--- src/hw/rename_config.svh ---
// ==============================
// rename config
// register counts and history depth for the rename subsystem
// ==============================

`ifndef RENAME_CONFIG_SVH
`define RENAME_CONFIG_SVH

// architectural and physical register file sizes
`define ARCH_REGS 32
`define PHYS_REGS 64

// free list holds whatever is not architecturally mapped
`define FREE_DEPTH 32

// in-flight renames tracked for retire and squash
`define HIST_DEPTH 16

`endif

--- src/hw/rename_pkg.sv ---
// ==============================
// rename package
// index types, history entry and enums shared by the rename blocks
// ==============================

`include "rename_config.svh"

package rename_pkg;

    // register and history indices
    typedef logic [$clog2(`PHYS_REGS)-1:0]  phys_t;
    typedef logic [$clog2(`ARCH_REGS)-1:0]  arch_t;
    typedef logic [$clog2(`HIST_DEPTH)-1:0] tag_t;

    // one rename record, 17 bits
    typedef struct packed {
        arch_t arch;
        phys_t new_phys;
        phys_t old_phys;
    } hist_entry_t;

    // squash walker
    typedef enum logic {WALK_IDLE, WALK_ACTIVE} walk_state_e;

    // winner on the shared release port
    typedef enum logic [1:0] {SRC_NONE, SRC_RETIRE, SRC_SQUASH} release_src_e;

endpackage

--- src/hw/alloc_if.sv ---
// ==============================
// alloc_if
// one free-list allocation request and its answer
// ==============================

`timescale 1ns/1ps

interface alloc_if
    import rename_pkg::*;
();

    // request from rename, answer from the free list
    logic  req;
    logic  grant;
    phys_t phys;
    logic  empty;

    // history buffer asks
    modport requester (output req, input grant, input phys, input empty);

    // free list answers
    modport provider (input req, output grant, output phys, output empty);

    // map table only watches the result
    modport observer (input grant, input phys);

endinterface

--- src/hw/free_list.sv ---
// ==============================
// free_list
// circular FIFO of free physical registers
// allocate from head, release at tail
// ==============================

`timescale 1ns/1ps

`include "rename_config.svh"

module free_list
    import rename_pkg::*;
(
    input  logic         clock,
    input  logic         reset,
    alloc_if.provider    alloc,
    input  logic         rel_valid_i,
    input  phys_t        rel_phys_i,
    output logic         full_o,
    output logic [6:0]   free_count_o
);

    localparam int PTR_W = $clog2(`FREE_DEPTH);
    localparam int CNT_W = $clog2(`FREE_DEPTH + 1);

    // ==============================
    // storage and pointers
    // ==============================
    phys_t              fifo_q [`FREE_DEPTH];
    logic [PTR_W-1:0]   head_q;
    logic [PTR_W-1:0]   tail_q;
    logic [CNT_W-1:0]   count_q;

    // no free regs left
    assign alloc.empty = (count_q == '0);
    assign full_o      = alloc.empty;

    // answer straight from the head slot
    // a release this cycle is not visible here yet
    assign alloc.grant = alloc.req && !alloc.empty;
    assign alloc.phys  = fifo_q[head_q];

    assign free_count_o = {{(7 - CNT_W){1'b0}}, count_q};

    // ==============================
    // pointer and count update
    // ==============================
    always_ff @(posedge clock or posedge reset) begin
        if (reset) begin
            head_q  <= '0;
            // tail wraps onto head when the list is full
            tail_q  <= '0;
            count_q <= CNT_W'(`FREE_DEPTH);
        end else begin
            if (alloc.grant) begin
                head_q <= head_q + PTR_W'(1);
            end
            if (rel_valid_i) begin
                tail_q <= tail_q + PTR_W'(1);
            end
            // net change is release minus grant
            count_q <= count_q + CNT_W'(rel_valid_i) - CNT_W'(alloc.grant);
        end
    end

    // fifo contents, initially the regs above the arch range
    always_ff @(posedge clock or posedge reset) begin
        if (reset) begin
            for (int i = 0; i < `FREE_DEPTH; i++) begin
                fifo_q[i] <= phys_t'(`ARCH_REGS + i);
            end
        end else if (rel_valid_i) begin
            fifo_q[tail_q] <= rel_phys_i;
        end
    end

endmodule

--- src/hw/map_table.sv ---
// ==============================
// map_table
// speculative arch to phys map
// rename write, squash restore, source lookup
// ==============================

`timescale 1ns/1ps

`include "rename_config.svh"

module map_table
    import rename_pkg::*;
(
    input  logic         clock,
    input  logic         reset,
    alloc_if.observer    alloc,
    input  arch_t        arch_dst_i,
    output phys_t        old_phys_o,
    input  logic         restore_valid_i,
    input  arch_t        restore_arch_i,
    input  phys_t        restore_phys_i,
    input  arch_t        src_arch_i,
    output phys_t        src_phys_o
);

    phys_t map_q [`ARCH_REGS];

    // previous mapping of the destination, same cycle as rename
    assign old_phys_o = map_q[arch_dst_i];

    // source lookup reads the current map, no bypass
    assign src_phys_o = map_q[src_arch_i];

    // ==============================
    // map update
    // ==============================
    always_ff @(posedge clock or posedge reset) begin
        if (reset) begin
            // identity map out of reset
            for (int i = 0; i < `ARCH_REGS; i++) begin
                map_q[i] <= phys_t'(i);
            end
        end else if (alloc.grant) begin
            map_q[arch_dst_i] <= alloc.phys;
        end else if (restore_valid_i) begin
            // only during a walk, renames are refused then
            map_q[restore_arch_i] <= restore_phys_i;
        end
    end

endmodule

--- src/hw/history_buffer.sv ---
// ==============================
// history_buffer
// in-order rename history
// retire pops the oldest, squash walk pops the youngest
// ==============================

`timescale 1ns/1ps

`include "rename_config.svh"

module history_buffer
    import rename_pkg::*;
(
    input  logic          clock,
    input  logic          reset,
    input  logic          rename_i,
    input  arch_t         arch_dst_i,
    input  phys_t         old_phys_i,
    alloc_if.requester    alloc,
    output tag_t          tag_o,
    input  logic          commit_i,
    input  logic          flush_i,
    input  tag_t          flush_tag_i,
    output logic          retire_valid_o,
    output phys_t         retire_phys_o,
    output logic          squash_valid_o,
    output phys_t         squash_phys_o,
    input  logic          squash_grant_i,
    output logic          restore_valid_o,
    output arch_t         restore_arch_o,
    output phys_t         restore_phys_o,
    output logic          walk_busy_o
);

    localparam int CNT_W = $clog2(`HIST_DEPTH + 1);

    hist_entry_t       hist_q [`HIST_DEPTH];
    tag_t              head_q;
    tag_t              tail_q;
    logic [CNT_W-1:0]  count_q;
    walk_state_e       state_q;
    tag_t              walk_tag_q;
    tag_t              youngest;
    tag_t              youngest_next;
    logic              full;

    assign full     = (count_q == CNT_W'(`HIST_DEPTH));
    assign youngest = tail_q - tag_t'(1);

    // youngest entry after this edge, counting a rename in this cycle
    assign youngest_next = alloc.grant ? tail_q : youngest;

    // ==============================
    // rename side
    // ==============================
    assign alloc.req   = rename_i && !full && (state_q == WALK_IDLE);
    assign tag_o       = tail_q;
    assign walk_busy_o = (state_q == WALK_ACTIVE);

    // retire frees the old mapping of the oldest entry
    assign retire_valid_o = commit_i && (count_q != '0);
    assign retire_phys_o  = hist_q[head_q].old_phys;

    // squash frees the new reg and restores the old one
    assign squash_valid_o  = walk_busy_o;
    assign squash_phys_o   = hist_q[youngest].new_phys;
    assign restore_valid_o = squash_grant_i;
    assign restore_arch_o  = hist_q[youngest].arch;
    assign restore_phys_o  = hist_q[youngest].old_phys;

    // entry payload, written on grant
    always_ff @(posedge clock) begin
        if (alloc.grant) begin
            hist_q[tail_q] <= '{arch: arch_dst_i, new_phys: alloc.phys, old_phys: old_phys_i};
        end
    end

    // ==============================
    // pointers and walker
    // ==============================
    always_ff @(posedge clock or posedge reset) begin
        if (reset) begin
            head_q     <= '0;
            tail_q     <= '0;
            count_q    <= '0;
            state_q    <= WALK_IDLE;
            walk_tag_q <= '0;
        end else begin
            if (retire_valid_o) begin
                head_q <= head_q + tag_t'(1);
            end
            // push and squash never coincide
            if (alloc.grant) begin
                tail_q <= tail_q + tag_t'(1);
            end else if (squash_grant_i) begin
                tail_q <= youngest;
            end
            count_q <= count_q + CNT_W'(alloc.grant) - CNT_W'(retire_valid_o)
                       - CNT_W'(squash_grant_i);
            case (state_q)
                WALK_IDLE: begin
                    // nothing younger than the tag means no walk
                    if (flush_i && (count_q != '0 || alloc.grant) &&
                        youngest_next != flush_tag_i) begin
                        state_q    <= WALK_ACTIVE;
                        walk_tag_q <= flush_tag_i;
                    end
                end
                WALK_ACTIVE: begin
                    // stop once the tagged entry is the youngest left
                    if (squash_grant_i && (youngest - tag_t'(1)) == walk_tag_q) begin
                        state_q <= WALK_IDLE;
                    end
                end
                default: state_q <= WALK_IDLE;
            endcase
        end
    end

endmodule

--- src/hw/release_arbiter.sv ---
// ==============================
// release_arbiter
// fixed priority, retire over squash, onto one release port
// ==============================

`timescale 1ns/1ps

module release_arbiter
    import rename_pkg::*;
(
    input  logic   clock,
    input  logic   reset,
    input  logic   retire_valid_i,
    input  phys_t  retire_phys_i,
    input  logic   squash_valid_i,
    input  phys_t  squash_phys_i,
    output logic   squash_grant_o,
    output logic   rel_valid_o,
    output phys_t  rel_phys_o
);

    release_src_e win_src;

    // retire always wins, walker stalls a cycle
    always_comb begin
        if (retire_valid_i) begin
            win_src = SRC_RETIRE;
        end else if (squash_valid_i) begin
            win_src = SRC_SQUASH;
        end else begin
            win_src = SRC_NONE;
        end
    end

    assign squash_grant_o = (win_src == SRC_SQUASH);
    assign rel_valid_o    = (win_src != SRC_NONE);
    assign rel_phys_o     = (win_src == SRC_RETIRE) ? retire_phys_i : squash_phys_i;

endmodule

--- src/hw/rename_top.sv ---
// ==============================
// rename_top
// rename subsystem, free list, map, history, release arbiter
// ==============================

`timescale 1ns/1ps

module rename_top
    import rename_pkg::*;
(
    input  logic         clock,
    input  logic         reset,
    input  logic         rename_i,
    input  arch_t        arch_dst_i,
    output logic         rename_ok_o,
    output phys_t        new_phys_o,
    output phys_t        old_phys_o,
    output tag_t         tag_o,
    input  arch_t        src_arch_i,
    output phys_t        src_phys_o,
    input  logic         commit_i,
    input  logic         flush_i,
    input  tag_t         flush_tag_i,
    output logic         walk_busy_o,
    output logic         full_o,
    output logic [6:0]   free_count_o
);

    // allocation bundle
    alloc_if alloc ();

    // release and restore paths
    logic   retire_valid;
    phys_t  retire_phys;
    logic   squash_valid;
    phys_t  squash_phys;
    logic   squash_grant;
    logic   rel_valid;
    phys_t  rel_phys;
    logic   restore_valid;
    arch_t  restore_arch;
    phys_t  restore_phys;

    // rename result is the free list answer
    assign rename_ok_o = alloc.grant;
    assign new_phys_o  = alloc.phys;

    free_list u_free_list (
        .clock        (clock),
        .reset        (reset),
        .alloc        (alloc.provider),
        .rel_valid_i  (rel_valid),
        .rel_phys_i   (rel_phys),
        .full_o       (full_o),
        .free_count_o (free_count_o)
    );

    map_table u_map_table (
        .clock           (clock),
        .reset           (reset),
        .alloc           (alloc.observer),
        .arch_dst_i      (arch_dst_i),
        .old_phys_o      (old_phys_o),
        .restore_valid_i (restore_valid),
        .restore_arch_i  (restore_arch),
        .restore_phys_i  (restore_phys),
        .src_arch_i      (src_arch_i),
        .src_phys_o      (src_phys_o)
    );

    history_buffer u_history (
        .clock           (clock),
        .reset           (reset),
        .rename_i        (rename_i),
        .arch_dst_i      (arch_dst_i),
        .old_phys_i      (old_phys_o),
        .alloc           (alloc.requester),
        .tag_o           (tag_o),
        .commit_i        (commit_i),
        .flush_i         (flush_i),
        .flush_tag_i     (flush_tag_i),
        .retire_valid_o  (retire_valid),
        .retire_phys_o   (retire_phys),
        .squash_valid_o  (squash_valid),
        .squash_phys_o   (squash_phys),
        .squash_grant_i  (squash_grant),
        .restore_valid_o (restore_valid),
        .restore_arch_o  (restore_arch),
        .restore_phys_o  (restore_phys),
        .walk_busy_o     (walk_busy_o)
    );

    release_arbiter u_arb (
        .clock          (clock),
        .reset          (reset),
        .retire_valid_i (retire_valid),
        .retire_phys_i  (retire_phys),
        .squash_valid_i (squash_valid),
        .squash_phys_i  (squash_phys),
        .squash_grant_o (squash_grant),
        .rel_valid_o    (rel_valid),
        .rel_phys_o     (rel_phys)
    );

endmodule

--- config.mk ---
export PLATFORM = sky130hd
export DESIGN_NAME = rename_top
export DESIGN_NICKNAME = d
export VERILOG_FILES = /design/src/hw/rename_pkg.sv /design/src/hw/alloc_if.sv /design/src/hw/free_list.sv /design/src/hw/map_table.sv /design/src/hw/history_buffer.sv /design/src/hw/release_arbiter.sv /design/src/hw/rename_top.sv
export VERILOG_INCLUDE_DIRS = /design/src /design/src/hw
export SDC_FILE = /design/constraint.sdc
export NUM_CORES = 2
export LEC_CHECK = 0
export BUFFER_PORTS_ARGS = -buffer_cell sky130_fd_sc_hd__buf_4
export CORE_ASPECT_RATIO = 1.75
export CORE_MARGIN = 2
export CORE_UTILIZATION = 27
export CTS_CLUSTER_DIAMETER = 50
export DETAILED_ROUTE_END_ITERATION = 10
export HOLD_SLACK_MARGIN = 0.1
export MAX_ROUTING_LAYER = met4
export PLACE_DENSITY = 0.48
export SLEW_MARGIN = 20
export SYNTH_ARGS = -nofsm -noshare
export SYNTH_HDL_FRONTEND = slang
export SYNTH_SLANG_ARGS = --single-unit
--- constraint.sdc ---
create_clock -name clock -period 18.4 [get_ports clock]
set_clock_uncertainty 0.15 [all_clocks]
set_input_delay 3.68 -clock clock [delete_from_list [all_inputs] [get_ports clock]]
set_output_delay 3.68 -clock clock [all_outputs]
set_load 0.1 [all_outputs]
==> metrics.log, run 1 <==
INFO  metric outcome = did not finish
INFO  metric failing_step = detailed routing
INFO  metric first_error = [ERROR DRT-0255] Maze Route cannot find path of net clock in worker of routeBox ( 241500 0 ) ( 277530 48300 ).
INFO  metric tritoncts.num_buffers = 73
INFO  metric ys_types = 67
INFO  metric num_rows = 175
INFO  metric post_synth_inst_count = 2251
INFO  metric cts.repair_timing.setup_buffer_count = 0
INFO  metric die_ht = 483 um
INFO  metric htreeDepth = 3
INFO  metric post_synth_arst_share = 60.6%
INFO  metric grt_use_total = 18.6%
INFO  metric via_count_of_the_first_global_routing_pass = 23200
INFO  metric cts_buffer_depth = 3
INFO  metric place.port_buffers = 49
INFO  metric syn-cell-area = 0.0354 mm^2
INFO  metric synth_ff_type = sky130_fd_sc_hd__edfxtp_1
INFO  metric synth.yosys.seq_area_share = 53.4%
INFO  metric synth_enable_flop_cells = 272
INFO  metric synth.top_cell.area_share = 23.1%
INFO  metric placed_cells = 3872
INFO  metric globalRouteOverflowTotal = 0
INFO  metric yosys.cell_count.top_type = sky130_fd_sc_hd__mux2_2
INFO  metric clockRootBuffer = sky130_fd_sc_hd__clkbuf_16
INFO  metric hold_fix_buffers_cts = 0
INFO  metric detailed_place.area = 0.0377 mm^2
INFO  metric synthesis.yosys.warnings = 0
INFO  metric syn-num-nets = 2301
INFO  metric io_pins = 51
INFO  metric synth-seq-cells = 690
INFO  metric numClockSinks = 690
INFO  metric post-dp-hpwl = 82.9 mm
INFO  metric synth_top_area_cell = sky130_fd_sc_hd__edfxtp_1
INFO  metric antenna_violations_before_repair = 3
INFO  metric initial_utilization = 27.2%
INFO  metric finalWeightedCongestion = 0.917
INFO  metric die_width = 278 um
INFO  metric wire_length_of_the_first_global_routing_pass = 173 mm
INFO  metric netlist_top_cells_count = sky130_fd_sc_hd__mux2_2 (378), sky130_fd_sc_hd__edfxtp_1 (272), sky130_fd_sc_hd__mux4_2 (252), sky130_fd_sc_hd__dfrtp_1 (225), sky130_fd_sc_hd__dfstp_2 (193)
INFO  metric syn_avg_cell_area = 15.7 um^2
INFO  metric grt_max_degree = 104
INFO  metric cts-resized-gates = 0
INFO  metric ys_top_cells_by_area = sky130_fd_sc_hd__edfxtp_1 (23%), sky130_fd_sc_hd__mux4_2 (16%), sky130_fd_sc_hd__dfrtp_1 (16%), sky130_fd_sc_hd__dfstp_2 (14%), sky130_fd_sc_hd__mux2_2 (12%)
-- per-layer routing --
| metal | global-route usage, % |
|---|---|
| met2 | 33.0 |
| met3 | 2.90 |
| met5 | - |
| met1 | 18.5 |
| met4 | 13.7 |
-- per-stage QoR --
stage | setup slack, ps | util [%]
after floorplan | 3250 | -
after global placement | 7550 | 29.0
after detailed placement | 7390 | 29.1
after CTS | 7370 | 31.0
after global routing | 7220 | 31.0
-- cells by family after synthesis --
group                    count (synthesis)  synth area share [%]
flip-flops                             690                  53.4
multiplexers                           683                  29.9
AND/OR/NAND/NOR                        332                  4.75
AO/OA/AOI/OAI                          294                  7.54
buffers and inverters                  186                  2.30
XOR/XNOR                                34                 0.991
adder cells (fa/ha/maj)                 31                  1.14
other                                    1                0.0106
==> run 2, diff against run 1 <==
--- a/config.mk
+++ b/config.mk
@@ -7,14 +7,10 @@
 export NUM_CORES = 2
 export LEC_CHECK = 0
 export BUFFER_PORTS_ARGS = -buffer_cell sky130_fd_sc_hd__buf_4
-export CORE_ASPECT_RATIO = 1.75
 export CORE_MARGIN = 2
-export CORE_UTILIZATION = 27
-export CTS_CLUSTER_DIAMETER = 50
+export CORE_UTILIZATION = 20
 export DETAILED_ROUTE_END_ITERATION = 10
-export HOLD_SLACK_MARGIN = 0.1
-export MAX_ROUTING_LAYER = met4
-export PLACE_DENSITY = 0.48
+export PLACE_DENSITY_LB_ADDON = 0.15
 export SLEW_MARGIN = 20
 export SYNTH_ARGS = -nofsm -noshare
 export SYNTH_HDL_FRONTEND = slang
==> run 2 against run 1 <==
  * The flow now finishes without violations
  * Synthesized area stayed put
  * Global-route usage fell by 4.4 points
  * Synthesized cell count stayed put
==> metrics.log, run 2 <==
INFO  metric critical_path_source_type = input port
INFO  metric htreeDepth = 3 (unchanged)
INFO  metric required_arrival_time_at_the_worst_endpoint = 14570 ps
INFO  metric synth-seq-cells = 690 (unchanged)
INFO  metric critPathMaxFanout = 36
INFO  metric outcome = finished clean
INFO  metric num_rows = 154 (-12%)
INFO  metric via_count_of_the_first_global_routing_pass = 23300 (+0.45%)
INFO  metric rr_worst_depth = 9
INFO  metric globalRouteOverflowTotal = 0 (unchanged)
INFO  metric grt.met1_usage = 18.7% (+0.22 points)
INFO  metric ys_top_cells_by_area = sky130_fd_sc_hd__edfxtp_1 (23%), sky130_fd_sc_hd__mux4_2 (16%), sky130_fd_sc_hd__dfrtp_1 (16%), sky130_fd_sc_hd__dfstp_2 (14%), sky130_fd_sc_hd__mux2_2 (12%)
INFO  metric synth_ff_type = sky130_fd_sc_hd__edfxtp_1
INFO  metric synth_top_area_cell = sky130_fd_sc_hd__edfxtp_1
INFO  metric upper_clock_frequency_limit = 91.3 MHz
INFO  metric drt_wl_total = 129 mm
INFO  metric total_negative_slack = 0 ps
INFO  metric holdPathStages = 1
INFO  metric synthesis.yosys.warnings = 0 (unchanged)
INFO  metric fin_crit = 10950 ps
INFO  metric cap_violations = 0
INFO  metric hold_path_startpoint = u_free_list.fifo_q[183]
INFO  metric crit_type = in2out
INFO  metric synth.yosys.seq_area_share = 53.4% (unchanged)
INFO  metric post_synth_inst_count = 2251 (unchanged)
INFO  metric timing.slew.headroom = 20.5%
INFO  metric final_hold_slack = 351 ps
INFO  metric top_regs = u_history.hist_q (272), u_free_list.fifo_q (192), u_map_table.map_q (192)
INFO  metric mostFrequentLayoutCells = sky130_fd_sc_hd__mux2_2 (378), sky130_fd_sc_hd__edfxtp_1 (272), sky130_fd_sc_hd__mux4_2 (252), sky130_fd_sc_hd__dfrtp_1 (222), sky130_fd_sc_hd__dfstp_2 (193)
INFO  metric timing_hold_violations_final = 0
INFO  metric post_synth_arst_share = 60.6% (unchanged)
INFO  metric grt_setup_unrepaired = false
INFO  metric initial_utilization = 20.1% (-7.1 points)
INFO  metric syn2layout_area_growth = 17.4%
INFO  metric finalSetupViolCount = 0
INFO  metric final_common_cell = sky130_fd_sc_hd__mux2_2
INFO  metric routed-via-count = 22000
INFO  metric final_nets = 2347
INFO  metric wire_length_of_the_first_global_routing_pass = 183 mm (+5.8%)
INFO  metric cts-resized-gates = 0 (unchanged)
INFO  metric largest_reg_flops = 272
INFO  metric clkSlewWorstSetupHoldPaths = 50 ps
INFO  metric worstSetupStartpoint = arch_dst_i[0]
INFO  metric antenna_violations_before_repair = 2 (-1)
INFO  metric hold_fix_buffers_cts = 0 (unchanged)
INFO  metric dr_iter_0_viols = 1514
INFO  metric synth.top_cell.area_share = 23.1% (unchanged)
INFO  metric post_drt_via_cell_ratio = 4.67
INFO  metric syn-cell-area = 0.0354 mm^2 (unchanged)
INFO  metric finalWeightedCongestion = 0.834 (-9.1%)
INFO  metric use_met2 = 23.5% (-9.5 points)
INFO  metric io_pins = 51 (unchanged)
INFO  metric cts_tree = built
INFO  metric transition_time_at_the_pin_with_the_least_slew_margin = 1190 ps
INFO  metric die_width = 424 um (+53%)
INFO  metric worst_skew_pair.late_latency = 710 ps
INFO  metric drt_pre_antenna_iters = 5
INFO  metric holdCritPathClass = reg2reg
INFO  metric cp-end-kind = primary output
INFO  metric netlist_top_cells_count = sky130_fd_sc_hd__mux2_2 (378), sky130_fd_sc_hd__edfxtp_1 (272), sky130_fd_sc_hd__mux4_2 (252), sky130_fd_sc_hd__dfrtp_1 (225), sky130_fd_sc_hd__dfstp_2 (193)
INFO  metric yosys.cell_count.top_type = sky130_fd_sc_hd__mux2_2
INFO  metric ys_types = 67 (unchanged)
INFO  metric placeableCoreArea = 0.176 mm^2
INFO  metric cts_buffer_depth = 3 (unchanged)
INFO  metric grt_max_degree = 118 (+13%)
INFO  metric clockRootBuffer = sky130_fd_sc_hd__clkbuf_16
INFO  metric die-area = 0.180 mm^2
INFO  metric worst-endpoint-arrival = 7120 ps
INFO  metric synth_enable_flop_cells = 272 (unchanged)
INFO  metric syn-num-nets = 2301 (unchanged)
INFO  metric regToRegStartpoint = u_history.tag_o[1]
INFO  metric wl_per_cell = 27.4 um
INFO  metric groute.layer.met3.usage = 2.63% (-0.26 points)
INFO  metric postRouteAntennaNets = 0
INFO  metric drv_slew = 0
INFO  metric max_flop_register = u_history.hist_q
INFO  metric grt_use_total = 14.2% (-4.4 points)
INFO  metric drc = 0
INFO  metric cts.repair_timing.setup_buffer_count = 0 (unchanged)
INFO  metric die_ht = 424 um (-12%)
INFO  metric syn_avg_cell_area = 15.7 um^2 (unchanged)
INFO  metric numClockSinks = 690 (unchanged)
INFO  metric tritoncts.num_buffers = 88 (+21%)
INFO  metric post-dp-hpwl = 85.5 mm (+3.1%)
INFO  metric place.port_buffers = 49 (unchanged)
INFO  metric routing_layer_with_the_top_usage_in_global_route = met2
INFO  metric timing.final.crit_share = 59.5%
INFO  metric share_of_post_route_cells_with_drive_strength_above_1 = 50.1%
## run 2: stage by stage
step / setup slack, ps / cell area, um^2 / utilization [%] / instances
final: 7450 / 41500 / 23.6 / 4712
after global routing: 7280 / 41500 / 23.6 / 4711
after CTS: 7350 / 41500 / 23.6 / 4711
after detailed placement: 7360 / 38600 / 22.0 / 4547
after global placement: 7500 / 38600 / 21.9 / 4547
after floorplan: 3250 / 35400 / - / 2251
## run 2: worst max-delay path, stage by stage
cell and delay, ps:
sky130_fd_sc_hd__buf_4 450, sky130_fd_sc_hd__buf_4 670, sky130_fd_sc_hd__mux4_2 600, sky130_fd_sc_hd__a22oi_1 240, sky130_fd_sc_hd__nand4_1 820, sky130_fd_sc_hd__buf_4 560
## run 2: worst paths after layout
path,endpoint,slack (ps)
worst min-delay path,u_free_list.fifo_q[183],350
max in group asynchronous,u_history.tag_o[0],13500
worst max-delay path,old_phys_o[0],7450
worst max register to register,u_map_table.map_q[93],12890
worst min register to register,u_free_list.fifo_q[183],350
min in group asynchronous,u_map_table.map_q[92],2990
## run 2: metal layers
| layer | part of all wire (%) | wire, um |
|---|---|---|
| met1 | 44 | 56800 |
| met2 | 48 | 62300 |
| met3 | 4.6 | 5930 |
| met4 | 3.3 | 4280 |
| met5 | 0.032 | 41 |
## run 2: cells by family (layout without fill, tap and decap cells)
logic type	count (synthesis)	in the layout	share of synthesized area, %
flops	690	690	53.4
mux	683	683	29.9
simple gates	332	332	4.75
compound gates	294	294	7.54
buf+inv	186	306	2.30
xor+xnor	34	34	0.991
fa+ha+maj	31	31	1.14
other cells	1	2	0.0106
## run 2: cell type report
type                       count  area, um^2
sequential                   690       18900
antenna                        1        2.50
multi-input combinational   1375       15800
tap                         2340        2930
clock inverter                27         279
inverter                      26         105
clock buffer                 137        2610
fill                       18100      134000
timing repair buffer         116         875
Power of run 2 is left out: the tool's default activity adds up to more than one toggle a clock period on the data nets, which glitch-free logic cannot reach.
